`config.mk`:
```
export PLATFORM = sky130hd
export DESIGN_NAME = blimp_core
export DESIGN_NICKNAME = d
export VERILOG_FILES = /design/src/blimp_arch_pkg.sv /design/src/blimp_uarch_pkg.sv /design/src/issue_intf.sv /design/src/result_intf.sv /design/src/alu_unit.sv /design/src/blimp_core.sv /design/src/commit_unit.sv /design/src/issue_ctrl.sv /design/src/mul_unit.sv /design/src/regfile.sv
export SDC_FILE = /design/constraint.sdc
export NUM_CORES = 2
export LEC_CHECK = 0
export BUFFER_PORTS_ARGS = -buffer_cell sky130_fd_sc_hd__buf_2
export CORE_AREA = 2 2 356 499
export CTS_CLUSTER_DIAMETER = 200
export CTS_CLUSTER_SIZE = 14
export DETAILED_ROUTE_END_ITERATION = 12
export DIE_AREA = 0 0 358 501
export PLACE_DENSITY = 0.77
export SLEW_MARGIN = 25
export SYNTH_ARGS = -nofsm -noshare
export SYNTH_HDL_FRONTEND = slang
export SYNTH_SLANG_ARGS = --single-unit
```
`constraint.sdc`:
```
create_clock -name clk -period 10.03 [get_ports clk]
set_input_delay 0.5015 -clock clk [delete_from_list [all_inputs] [get_ports clk]]
set_output_delay 0.5015 -clock clk [all_outputs]
set_load 0.05 [all_outputs]
```
`src/blimp_arch_pkg.sv`:
```
// Blimp architectural types
// Data word, register address and the operation set seen by software
`default_nettype none

package blimp_arch_pkg;

  //------------------------------------------------
  // Register file geometry
  //------------------------------------------------

  localparam int c_num_arch_regs = 32;

  typedef logic [31:0]                        word_t;
  typedef logic [$clog2(c_num_arch_regs)-1:0] reg_addr_t;

  //------------------------------------------------
  // Operations
  //------------------------------------------------

  typedef enum logic [3:0] {
    OP_ADD  = 4'd0,
    OP_SUB  = 4'd1,
    OP_AND  = 4'd2,
    OP_OR   = 4'd3,
    OP_XOR  = 4'd4,
    OP_SLT  = 4'd5,   // Signed compare
    OP_SLTU = 4'd6,   // Unsigned compare
    OP_SLL  = 4'd7,
    OP_SRL  = 4'd8,
    OP_SRA  = 4'd9,
    OP_ADDI = 4'd10,  // Immediate arrives in op2
    OP_MUL  = 4'd11   // Only op that goes to the multiplier
  } op_t;

endpackage

`default_nettype wire

```
`src/blimp_uarch_pkg.sv`:
```
// Blimp microarchitectural types
// Sequence tags that follow an instruction from issue to commit
`default_nettype none

package blimp_uarch_pkg;

  //------------------------------------------------
  // Sequence tags
  //------------------------------------------------

  localparam int c_seq_num_bits = 8;

  // Wraps freely, low bits pick the reorder buffer slot
  typedef logic [c_seq_num_bits-1:0] seq_num_t;

  // Half of the tag space so old and new tags never alias
  localparam int c_max_rob_depth = 2 ** (c_seq_num_bits - 1);

endpackage

`default_nettype wire

```
`src/issue_intf.sv`:
```
// Issue path into an execute unit
// One instruction per strobe, the unit takes every strobe
`timescale 1ns/1ps
`default_nettype none

interface issue_intf;
  import blimp_arch_pkg::*;
  import blimp_uarch_pkg::*;

  logic      val;   // One-cycle strobe
  seq_num_t  seq;
  reg_addr_t rd;
  op_t       op;
  word_t     op1;
  word_t     op2;   // Holds the immediate for ADDI

  modport issue (
    output val, seq, rd, op, op1, op2
  );

  modport exec (
    input val, seq, rd, op, op1, op2
  );

endinterface

`default_nettype wire

```
`src/result_intf.sv`:
```
// Completion path out of an execute unit
// Seen by the register file, the reorder buffer and the scoreboard
`timescale 1ns/1ps
`default_nettype none

interface result_intf;
  import blimp_arch_pkg::*;
  import blimp_uarch_pkg::*;

  logic      val;   // One-cycle strobe
  seq_num_t  seq;
  reg_addr_t rd;
  word_t     data;

  modport exec (
    output val, seq, rd, data
  );

  modport sink (
    input val, seq, rd, data
  );

endinterface

`default_nettype wire

```
`src/alu_unit.sv`:
```
// Blimp integer ALU
// Single-cycle execute unit with a registered result
`timescale 1ns/1ps
`default_nettype none

module alu_unit (
  input  logic     clk,
  input  logic     reset,
  issue_intf.exec  issue,
  result_intf.exec result
);
  import blimp_arch_pkg::*;

  word_t      alu_out;
  logic [4:0] shamt;

  assign shamt = issue.op2[4:0];

  always_comb begin
    case (issue.op)
      OP_ADD, OP_ADDI: alu_out = issue.op1 + issue.op2;
      OP_SUB:  alu_out = issue.op1 - issue.op2;
      OP_AND:  alu_out = issue.op1 & issue.op2;
      OP_OR:   alu_out = issue.op1 | issue.op2;
      OP_XOR:  alu_out = issue.op1 ^ issue.op2;
      OP_SLT:  alu_out = ($signed(issue.op1) < $signed(issue.op2)) ? 32'd1 : 32'd0;
      OP_SLTU: alu_out = (issue.op1 < issue.op2) ? 32'd1 : 32'd0;
      OP_SLL:  alu_out = issue.op1 << shamt;
      OP_SRL:  alu_out = issue.op1 >> shamt;
      OP_SRA:  alu_out = $signed(issue.op1) >>> shamt;
      default: alu_out = '0;  // MUL never lands here
    endcase
  end

  always_ff @(posedge clk) begin
    if (reset) result.val <= 1'b0;
    else       result.val <= issue.val;
  end

  always_ff @(posedge clk) begin
    result.seq  <= issue.seq;
    result.rd   <= issue.rd;
    result.data <= alu_out;
  end

endmodule

`default_nettype wire

```
`src/blimp_core.sv`:
```
// Blimp core slice
// Issue, ALU, multiplier, register file and in-order commit
`timescale 1ns/1ps
`default_nettype none

module blimp_core #(
  parameter int p_rob_depth  = 8,
  parameter int p_mul_stages = 4
) (
  input  logic                      clk,
  input  logic                      reset,
  input  logic                      inst_val,
  input  blimp_arch_pkg::op_t       inst_op,
  input  blimp_arch_pkg::reg_addr_t inst_rd,
  input  blimp_arch_pkg::reg_addr_t inst_rs1,
  input  blimp_arch_pkg::reg_addr_t inst_rs2,
  input  blimp_arch_pkg::word_t     inst_imm,
  output logic                      busy,
  output logic                      commit_val,
  output blimp_uarch_pkg::seq_num_t commit_seq,
  output blimp_arch_pkg::reg_addr_t commit_rd,
  output blimp_arch_pkg::word_t     commit_data
);
  import blimp_arch_pkg::*;

  //------------------------------------------------
  // Interfaces and wires
  //------------------------------------------------

  issue_intf  alu_issue ();
  issue_intf  mul_issue ();
  result_intf alu_result ();
  result_intf mul_result ();

  reg_addr_t raddr0;
  reg_addr_t raddr1;
  word_t     rdata0;
  word_t     rdata1;

  //------------------------------------------------
  // Units
  //------------------------------------------------

  issue_ctrl #(
    .p_rob_depth (p_rob_depth)
  ) ctrl (
    .alu    (alu_issue),
    .mul    (mul_issue),
    .alu_wb (alu_result),
    .mul_wb (mul_result),
    .*
  );

  regfile rf (
    .wr0 (alu_result),
    .wr1 (mul_result),
    .*
  );

  alu_unit alu_xu (
    .issue  (alu_issue),
    .result (alu_result),
    .*
  );

  mul_unit #(
    .p_mul_stages (p_mul_stages)
  ) mul_xu (
    .issue  (mul_issue),
    .result (mul_result),
    .*
  );

  commit_unit #(
    .p_rob_depth (p_rob_depth)
  ) wcu (
    .alu_wb (alu_result),
    .mul_wb (mul_result),
    .*
  );

endmodule

`default_nettype wire

```
`src/commit_unit.sv`:
```
// Blimp commit unit
// Reorder buffer that collects out-of-order completions and retires
// them in program order, one per cycle
`timescale 1ns/1ps
`default_nettype none

module commit_unit #(
  parameter int p_rob_depth = 8
) (
  input  logic                       clk,
  input  logic                       reset,
  result_intf.sink                   alu_wb,
  result_intf.sink                   mul_wb,
  output logic                       commit_val,
  output blimp_uarch_pkg::seq_num_t  commit_seq,
  output blimp_arch_pkg::reg_addr_t  commit_rd,
  output blimp_arch_pkg::word_t      commit_data
);
  import blimp_arch_pkg::*;
  import blimp_uarch_pkg::*;

  localparam int c_idx_bits = $clog2(p_rob_depth);

  typedef logic [c_idx_bits-1:0] rob_idx_t;

  logic      rob_done [p_rob_depth];
  reg_addr_t rob_rd   [p_rob_depth];
  word_t     rob_data [p_rob_depth];

  seq_num_t  head_seq;
  rob_idx_t  head_idx;
  rob_idx_t  alu_idx;
  rob_idx_t  mul_idx;
  logic      head_alu;
  logic      head_mul;
  logic      head_ready;
  reg_addr_t head_rd;
  word_t     head_data;

  assign head_idx = head_seq[c_idx_bits-1:0];
  assign alu_idx  = alu_wb.seq[c_idx_bits-1:0];
  assign mul_idx  = mul_wb.seq[c_idx_bits-1:0];

  //------------------------------------------------
  // Head selection
  //------------------------------------------------

  // A result for the head retires at the edge it arrives
  assign head_alu   = alu_wb.val && (alu_wb.seq == head_seq);
  assign head_mul   = mul_wb.val && (mul_wb.seq == head_seq);
  assign head_ready = rob_done[head_idx] | head_alu | head_mul;

  always_comb begin
    if (head_alu) begin
      head_rd   = alu_wb.rd;
      head_data = alu_wb.data;
    end else if (head_mul) begin
      head_rd   = mul_wb.rd;
      head_data = mul_wb.data;
    end else begin
      head_rd   = rob_rd[head_idx];
      head_data = rob_data[head_idx];
    end
  end

  //------------------------------------------------
  // Completion flags and retirement
  //------------------------------------------------

  always_ff @(posedge clk) begin
    if (reset) begin
      for (int i = 0; i < p_rob_depth; i++) begin
        rob_done[i] <= 1'b0;
      end
      head_seq   <= '0;
      commit_val <= 1'b0;
    end else begin
      commit_val <= head_ready;
      if (alu_wb.val) rob_done[alu_idx] <= 1'b1;
      if (mul_wb.val) rob_done[mul_idx] <= 1'b1;
      if (head_ready) begin
        rob_done[head_idx] <= 1'b0;  // Wins over a bypassed write
        head_seq           <= head_seq + 1'b1;
      end
    end
  end

  always_ff @(posedge clk) begin
    if (alu_wb.val) begin
      rob_rd[alu_idx]   <= alu_wb.rd;
      rob_data[alu_idx] <= alu_wb.data;
    end
    if (mul_wb.val) begin
      rob_rd[mul_idx]   <= mul_wb.rd;
      rob_data[mul_idx] <= mul_wb.data;
    end
    if (head_ready) begin
      commit_seq  <= head_seq;
      commit_rd   <= head_rd;
      commit_data <= head_data;
    end
  end

endmodule

`default_nettype wire

```
`src/issue_ctrl.sv`:
```
// Blimp issue controller
// Holds one decoded instruction, checks the scoreboard and reorder
// buffer room, then sends it to the ALU or the multiplier with a tag
`timescale 1ns/1ps
`default_nettype none

module issue_ctrl #(
  parameter int p_rob_depth = 8
) (
  input  logic                      clk,
  input  logic                      reset,
  input  logic                      inst_val,
  input  blimp_arch_pkg::op_t       inst_op,
  input  blimp_arch_pkg::reg_addr_t inst_rd,
  input  blimp_arch_pkg::reg_addr_t inst_rs1,
  input  blimp_arch_pkg::reg_addr_t inst_rs2,
  input  blimp_arch_pkg::word_t     inst_imm,
  output logic                      busy,
  output blimp_arch_pkg::reg_addr_t raddr0,
  output blimp_arch_pkg::reg_addr_t raddr1,
  input  blimp_arch_pkg::word_t     rdata0,
  input  blimp_arch_pkg::word_t     rdata1,
  issue_intf.issue                  alu,
  issue_intf.issue                  mul,
  result_intf.sink                  alu_wb,
  result_intf.sink                  mul_wb,
  input  logic                      commit_val
);
  import blimp_arch_pkg::*;
  import blimp_uarch_pkg::*;

  localparam int c_cnt_bits = $clog2(c_max_rob_depth + 1);

  //------------------------------------------------
  // Input buffer
  //------------------------------------------------

  logic      buf_val;
  op_t       buf_op;
  reg_addr_t buf_rd;
  reg_addr_t buf_rs1;
  reg_addr_t buf_rs2;
  word_t     buf_imm;

  logic accept;
  logic can_issue;

  assign accept = inst_val & ~busy;

  always_ff @(posedge clk) begin
    if (reset) begin
      buf_val <= 1'b0;
    end else if (accept) begin
      buf_val <= 1'b1;
    end else if (can_issue) begin
      buf_val <= 1'b0;
    end
  end

  always_ff @(posedge clk) begin
    if (accept) begin
      buf_op  <= inst_op;
      buf_rd  <= inst_rd;
      buf_rs1 <= inst_rs1;
      buf_rs2 <= inst_rs2;
      buf_imm <= inst_imm;
    end
  end

  //------------------------------------------------
  // Scoreboard and in-flight count
  //------------------------------------------------

  logic [c_num_arch_regs-1:0] pending;
  logic [c_cnt_bits-1:0]      in_flight;
  logic                       uses_rs2;
  logic                       hazard;
  logic                       room;

  assign uses_rs2  = (buf_op != OP_ADDI);
  assign hazard    = pending[buf_rs1] | (uses_rs2 & pending[buf_rs2]) | pending[buf_rd];
  assign room      = (in_flight < c_cnt_bits'(p_rob_depth));
  assign can_issue = buf_val & ~hazard & room;
  assign busy      = buf_val & ~can_issue;  // Free again in the issue cycle

  always_ff @(posedge clk) begin
    if (reset) begin
      pending <= '0;
    end else begin
      if (alu_wb.val) pending[alu_wb.rd] <= 1'b0;
      if (mul_wb.val) pending[mul_wb.rd] <= 1'b0;
      // Issued rd is never pending, so no clash with the clears
      if (can_issue && (buf_rd != '0)) pending[buf_rd] <= 1'b1;
    end
  end

  always_ff @(posedge clk) begin
    if (reset) begin
      in_flight <= '0;
    end else begin
      in_flight <= in_flight + c_cnt_bits'(can_issue) - c_cnt_bits'(commit_val);
    end
  end

  //------------------------------------------------
  // Dispatch
  //------------------------------------------------

  logic      alu_val_q;
  logic      mul_val_q;
  seq_num_t  next_seq;
  seq_num_t  iss_seq;
  reg_addr_t iss_rd;
  op_t       iss_op;
  word_t     iss_op1;
  word_t     iss_op2;

  assign raddr0 = buf_rs1;
  assign raddr1 = buf_rs2;

  always_ff @(posedge clk) begin
    if (reset) begin
      alu_val_q <= 1'b0;
      mul_val_q <= 1'b0;
      next_seq  <= '0;
    end else begin
      alu_val_q <= can_issue & (buf_op != OP_MUL);
      mul_val_q <= can_issue & (buf_op == OP_MUL);
      if (can_issue) next_seq <= next_seq + 1'b1;
    end
  end

  always_ff @(posedge clk) begin
    if (can_issue) begin
      iss_seq <= next_seq;
      iss_rd  <= buf_rd;
      iss_op  <= buf_op;
      iss_op1 <= rdata0;
      iss_op2 <= (buf_op == OP_ADDI) ? buf_imm : rdata1;
    end
  end

  // Both units see the same payload, only the strobe is steered
  assign alu.val = alu_val_q;
  assign alu.seq = iss_seq;
  assign alu.rd  = iss_rd;
  assign alu.op  = iss_op;
  assign alu.op1 = iss_op1;
  assign alu.op2 = iss_op2;

  assign mul.val = mul_val_q;
  assign mul.seq = iss_seq;
  assign mul.rd  = iss_rd;
  assign mul.op  = iss_op;
  assign mul.op1 = iss_op1;
  assign mul.op2 = iss_op2;

endmodule

`default_nettype wire

```
`src/mul_unit.sv`:
```
// Blimp multiplier
// Low 32 bits of the product, p_mul_stages cycles from issue to result
`timescale 1ns/1ps
`default_nettype none

module mul_unit #(
  parameter int p_mul_stages = 4
) (
  input  logic     clk,
  input  logic     reset,
  issue_intf.exec  issue,
  result_intf.exec result
);
  import blimp_arch_pkg::*;
  import blimp_uarch_pkg::*;

  logic      stage_val  [p_mul_stages];
  seq_num_t  stage_seq  [p_mul_stages];
  reg_addr_t stage_rd   [p_mul_stages];
  word_t     stage_prod [p_mul_stages];

  //------------------------------------------------
  // Valid chain
  //------------------------------------------------

  always_ff @(posedge clk) begin
    if (reset) begin
      for (int i = 0; i < p_mul_stages; i++) begin
        stage_val[i] <= 1'b0;
      end
    end else begin
      stage_val[0] <= issue.val;
      for (int i = 1; i < p_mul_stages; i++) begin
        stage_val[i] <= stage_val[i-1];
      end
    end
  end

  //------------------------------------------------
  // Payload chain
  //------------------------------------------------

  always_ff @(posedge clk) begin
    stage_seq[0]  <= issue.seq;
    stage_rd[0]   <= issue.rd;
    stage_prod[0] <= issue.op1 * issue.op2;  // Truncates to 32 bits
    // Later stages just carry the product so retiming can spread it
    for (int i = 1; i < p_mul_stages; i++) begin
      stage_seq[i]  <= stage_seq[i-1];
      stage_rd[i]   <= stage_rd[i-1];
      stage_prod[i] <= stage_prod[i-1];
    end
  end

  assign result.val  = stage_val[p_mul_stages-1];
  assign result.seq  = stage_seq[p_mul_stages-1];
  assign result.rd   = stage_rd[p_mul_stages-1];
  assign result.data = stage_prod[p_mul_stages-1];

endmodule

`default_nettype wire

```
`src/regfile.sv`:
```
// Blimp register file
// Two combinational reads, one write port per execute unit
`timescale 1ns/1ps
`default_nettype none

module regfile (
  input  logic                      clk,
  input  logic                      reset,
  input  blimp_arch_pkg::reg_addr_t raddr0,
  input  blimp_arch_pkg::reg_addr_t raddr1,
  output blimp_arch_pkg::word_t     rdata0,
  output blimp_arch_pkg::word_t     rdata1,
  result_intf.sink                  wr0,
  result_intf.sink                  wr1
);
  import blimp_arch_pkg::*;

  word_t regs [1:c_num_arch_regs-1];  // x0 has no storage

  always_ff @(posedge clk) begin
    if (reset) begin
      for (int i = 1; i < c_num_arch_regs; i++) begin
        regs[i] <= '0;
      end
    end else begin
      // Scoreboard keeps the two write addresses apart
      if (wr0.val && (wr0.rd != '0)) regs[wr0.rd] <= wr0.data;
      if (wr1.val && (wr1.rd != '0)) regs[wr1.rd] <= wr1.data;
    end
  end

  assign rdata0 = (raddr0 == '0) ? '0 : regs[raddr0];
  assign rdata1 = (raddr1 == '0) ? '0 : regs[raddr1];

endmodule

`default_nettype wire

```
==> impl_metrics.toml <==
[detailed_routing]
viasPerCell = 7.53
wl_microns = 433000
drc_errors = 0
drtIter0Drc = 12900
antenna_left = 0
num_vias = 86700
post_drt_wl_per_cell_microns = 37.6
dr.pass1.iters = 10

[global_route]
grt_pass1_wl_microns = 616000
antenna_found_initial = 25
grt_max_degree = 106
grt_pass1_vias = 87900
overflow = 0
grt_use_total = 0.485

[setup_path]
reg2reg_depth = 21
critPathBufInv = 3
slowest_stage = "edfxtp_1"
max_stage_delay_ns = 0.93
crit_arrival_ns = 9.28
worstSetupPathType = "register to register"
reg2reg_to = "mul_xu.stage_prod[0][31]$_DFF_P_"
required_ns = 10.78
rrSetupSlack_ns = 1.50
critPathMaxFanout = 13
crit_top_cell = "fa_1"
worstSetupStartpointType = "register"
path_cells = "clkinv_1 > nor2_1 > fa_1 > inv_1 > fa_1 > fa_1 > fa_1 > inv_1 > fa_1 > fa_1 > fa_1 > fa_1 > ha_1 > a21o_1 > a21o_1 > a21oi_1 > or3b_2 > o21ai_0 > o2111ai_1 > a21oi_1 > xnor2_1"
end_kind = "register"
cpLargestDelayFamily = "adder cells"
rr_startpoint = "ctrl.alu.op1[20]$_SDFFCE_PN0P_"

[synth]
synth.top_cell.area_share = 0.398
ys_ff_latch = 1790
synth-edff-count = 1497
synthTopCellsByArea = "edfxtp_1, mux4_2, fa_1"
yosysTopAreaCell = "edfxtp_1"
synth_flop_cell = "edfxtp_1"
syn-cell-area_sq_mm = 0.113
yosysMostFrequentCell = "edfxtp_1"
synth.avg_cell_area_sq_um = 11.9
synth_cell_types = 92
synthArstFlopShare = 0
ys_seq_area_frac = 0.450
synthTopCellsByCount = "edfxtp_1, nand2_1, clkbuf_1"
ys_warn_count = 0
syn_inst = 9535

[timing]
setup_violations = 0
rsz0062_at_grt = "false"
report.final.slew_viol_count = 0
fin_crit_sh = 0.851
hold_violations = 0
timing.setup.tns_ns = 0
final.setup_skew_ns = 0.0694
min_period_ns = 8.53
worstMarginPinSlew_ns = 1.24
max_freq_mhz = 117
max_slew_margin = 0.166

[worst_hold_path]
min_to = "mul_xu.stage_prod[1][4]$_DFF_P_"
worstHoldStart = "mul_xu.stage_prod[0][4]$_DFF_P_"
whs_path_depth = 0
hold_path_class = "register to register"

[floorplan]
ioPinCount = 101
row_count = 182
core_area_sq_mm = 0.175
start_util = 0.646
die_area_sq_mm = 0.179
die_y_microns = 501
dieWidth_microns = 358

[clock_network]
cts_root_buf = "clkbuf_16"
cts_max_level = 4
clockBufferDepth = 3
ctsResizeCount = 0
path_clk_slew_ns = 0.07
clkSinkCount = 1790
worstSkewPairLatency_ns = 0.89
cts_buffers = 145
cts_tree = "done"

[final_layout]
layout-drive-gt1-share = 0.192
num-nets-final = 9823
seqCellArea_sq_mm = 0.0509
syn2layout_area_growth_pct = 6.67
nFillCells = 12300
multiInputGateArea_sq_mm = 0.0574

[placed_design]
globalplace.congestion = 1.07
hpwl_microns = 284000
io_buffers = 100

[job]
cap_violations = 0

[run_status]
status = "finished, final reports clean"
==> final cells by class <==
class | instances | area share
antenna | 15 | 0.000311
clock buffer | 207 | 0.0321
clock inverter | 14 | 0.00269
inverter | 512 | 0.0160
multi-input combinational | 6236 | 0.476
sequential | 1790 | 0.422
tap | 2300 | 0.0239
timing repair buffer | 440 | 0.0275
==> through the flow <==
| stage | utilization | area, sq um | hold slack [ns] | std cells | setup WS (ns) |
|---|---|---|---|---|---|
| 2_1_floorplan | - | 113000 | 0.310 | 9566 | 1.73 |
| 3_3_place_gp | 0.662 | 116000 | 0.310 | 11200 | 1.74 |
| 3_5_place_dp | 0.662 | 116000 | 0.312 | 11200 | 1.64 |
| 6_report | 0.690 | 121000 | 0.315 | 11500 | 1.50 |
| 4_1_cts | 0.689 | 120000 | 0.314 | 11500 | 1.62 |
| 5_1_grt | 0.689 | 121000 | 0.324 | 11500 | 1.29 |
==> registers in the layout, indices dropped and copies added, names as in the netlist, 8 cells and up, named ones only <==
name                count
alu_xu.result.data     32
ctrl.alu.op1           32
ctrl.alu.op2           32
ctrl.alu.seq            8
ctrl.buf_imm           32
ctrl.in_flight          8
ctrl.next_seq           8
ctrl.pending           32
mul_xu.stage_prod     128
mul_xu.stage_rd        20
mul_xu.stage_seq       32
rf.regs              1024
wcu.commit_data        32
wcu.commit_seq          8
wcu.head_seq            8
wcu.rob_data          256
wcu.rob_done            8
wcu.rob_rd             40
==> layout by cell type, fill, tap and decap left out, types with 65 or more instances in the layout <==
master     count
fa_1         411
inv_1        488
mux2_2       364
nand2_1     1348
nor2_1       537
mux2i_1      247
o21ai_0      651
buf_2        101
a22o_1       551
edfxtp_1    1497
buf_4        275
mux4_2       663
a22oi_1       65
clkbuf_16    145
a21oi_1      156
dfxtp_1      279
ha_1         233
xnor2_1       92
==> repair_timing <==
| item | in CTS | in global routing |
|---|---|---|
| hold buffers | 52 | 0 |
| buffers inserted | 0 | 0 |
| endpoints found under the setup margin | 0 | 0 |
| hold endpoints to repair | 57 | 0 |
==> worst max-delay path by stage <==
stage / startpoint / to / slack (ns) / cells past startpoint
floorplan: ctrl.alu.op2[2]$_DFFE_PP_ / mul_xu.stage_prod[0][31]$_DFF_P_ / 1.73 / 27
global placement: ctrl.alu.op1[20]$_SDFFCE_PN0P_ / mul_xu.stage_prod[0][31]$_DFF_P_ / 1.74 / 21
detailed placement: ctrl.alu.op1[20]$_SDFFCE_PN0P_ / mul_xu.stage_prod[0][31]$_DFF_P_ / 1.64 / 21
CTS: ctrl.alu.op1[20]$_SDFFCE_PN0P_ / mul_xu.stage_prod[0][31]$_DFF_P_ / 1.62 / 21
global route: ctrl.alu.op1[20]$_SDFFCE_PN0P_ / mul_xu.stage_prod[0][31]$_DFF_P_ / 1.29 / 21
finish: ctrl.alu.op1[20]$_SDFFCE_PN0P_ / mul_xu.stage_prod[0][31]$_DFF_P_ / 1.50 / 21
==> cell families (layout without fill, tap and decap cells) <==
family / count (synthesis) / after routing / synth area share
AND/OR/NAND/NOR: 2265 / 2265 / 0.0826
AO/OA/AOI/OAI: 1889 / 1889 / 0.115
flip-flops: 1790 / 1790 / 0.450
buffers and inverters: 1540 / 1173 / 0.0521
multiplexers: 1287 / 1287 / 0.193
adder cells (fa/ha/maj): 644 / 644 / 0.0986
XOR/XNOR: 119 / 119 / 0.00922
other: 1 / 47 / 0.0000332
==> layer usage <==
layer	vias to the layer above	share of wire	wire length, microns	track usage
met5	-	0.00024	103	0
met4	16	0.12	51300	0.454
met3	2596	0.12	53400	0.139
met2	7690	0.46	200000	0.758
met1	42300	0.30	128000	0.531
li1	34100	-	-	-
Power is left out: the tool's default activity adds up to more than one toggle a clock period on the data nets, which glitch-free logic cannot reach.
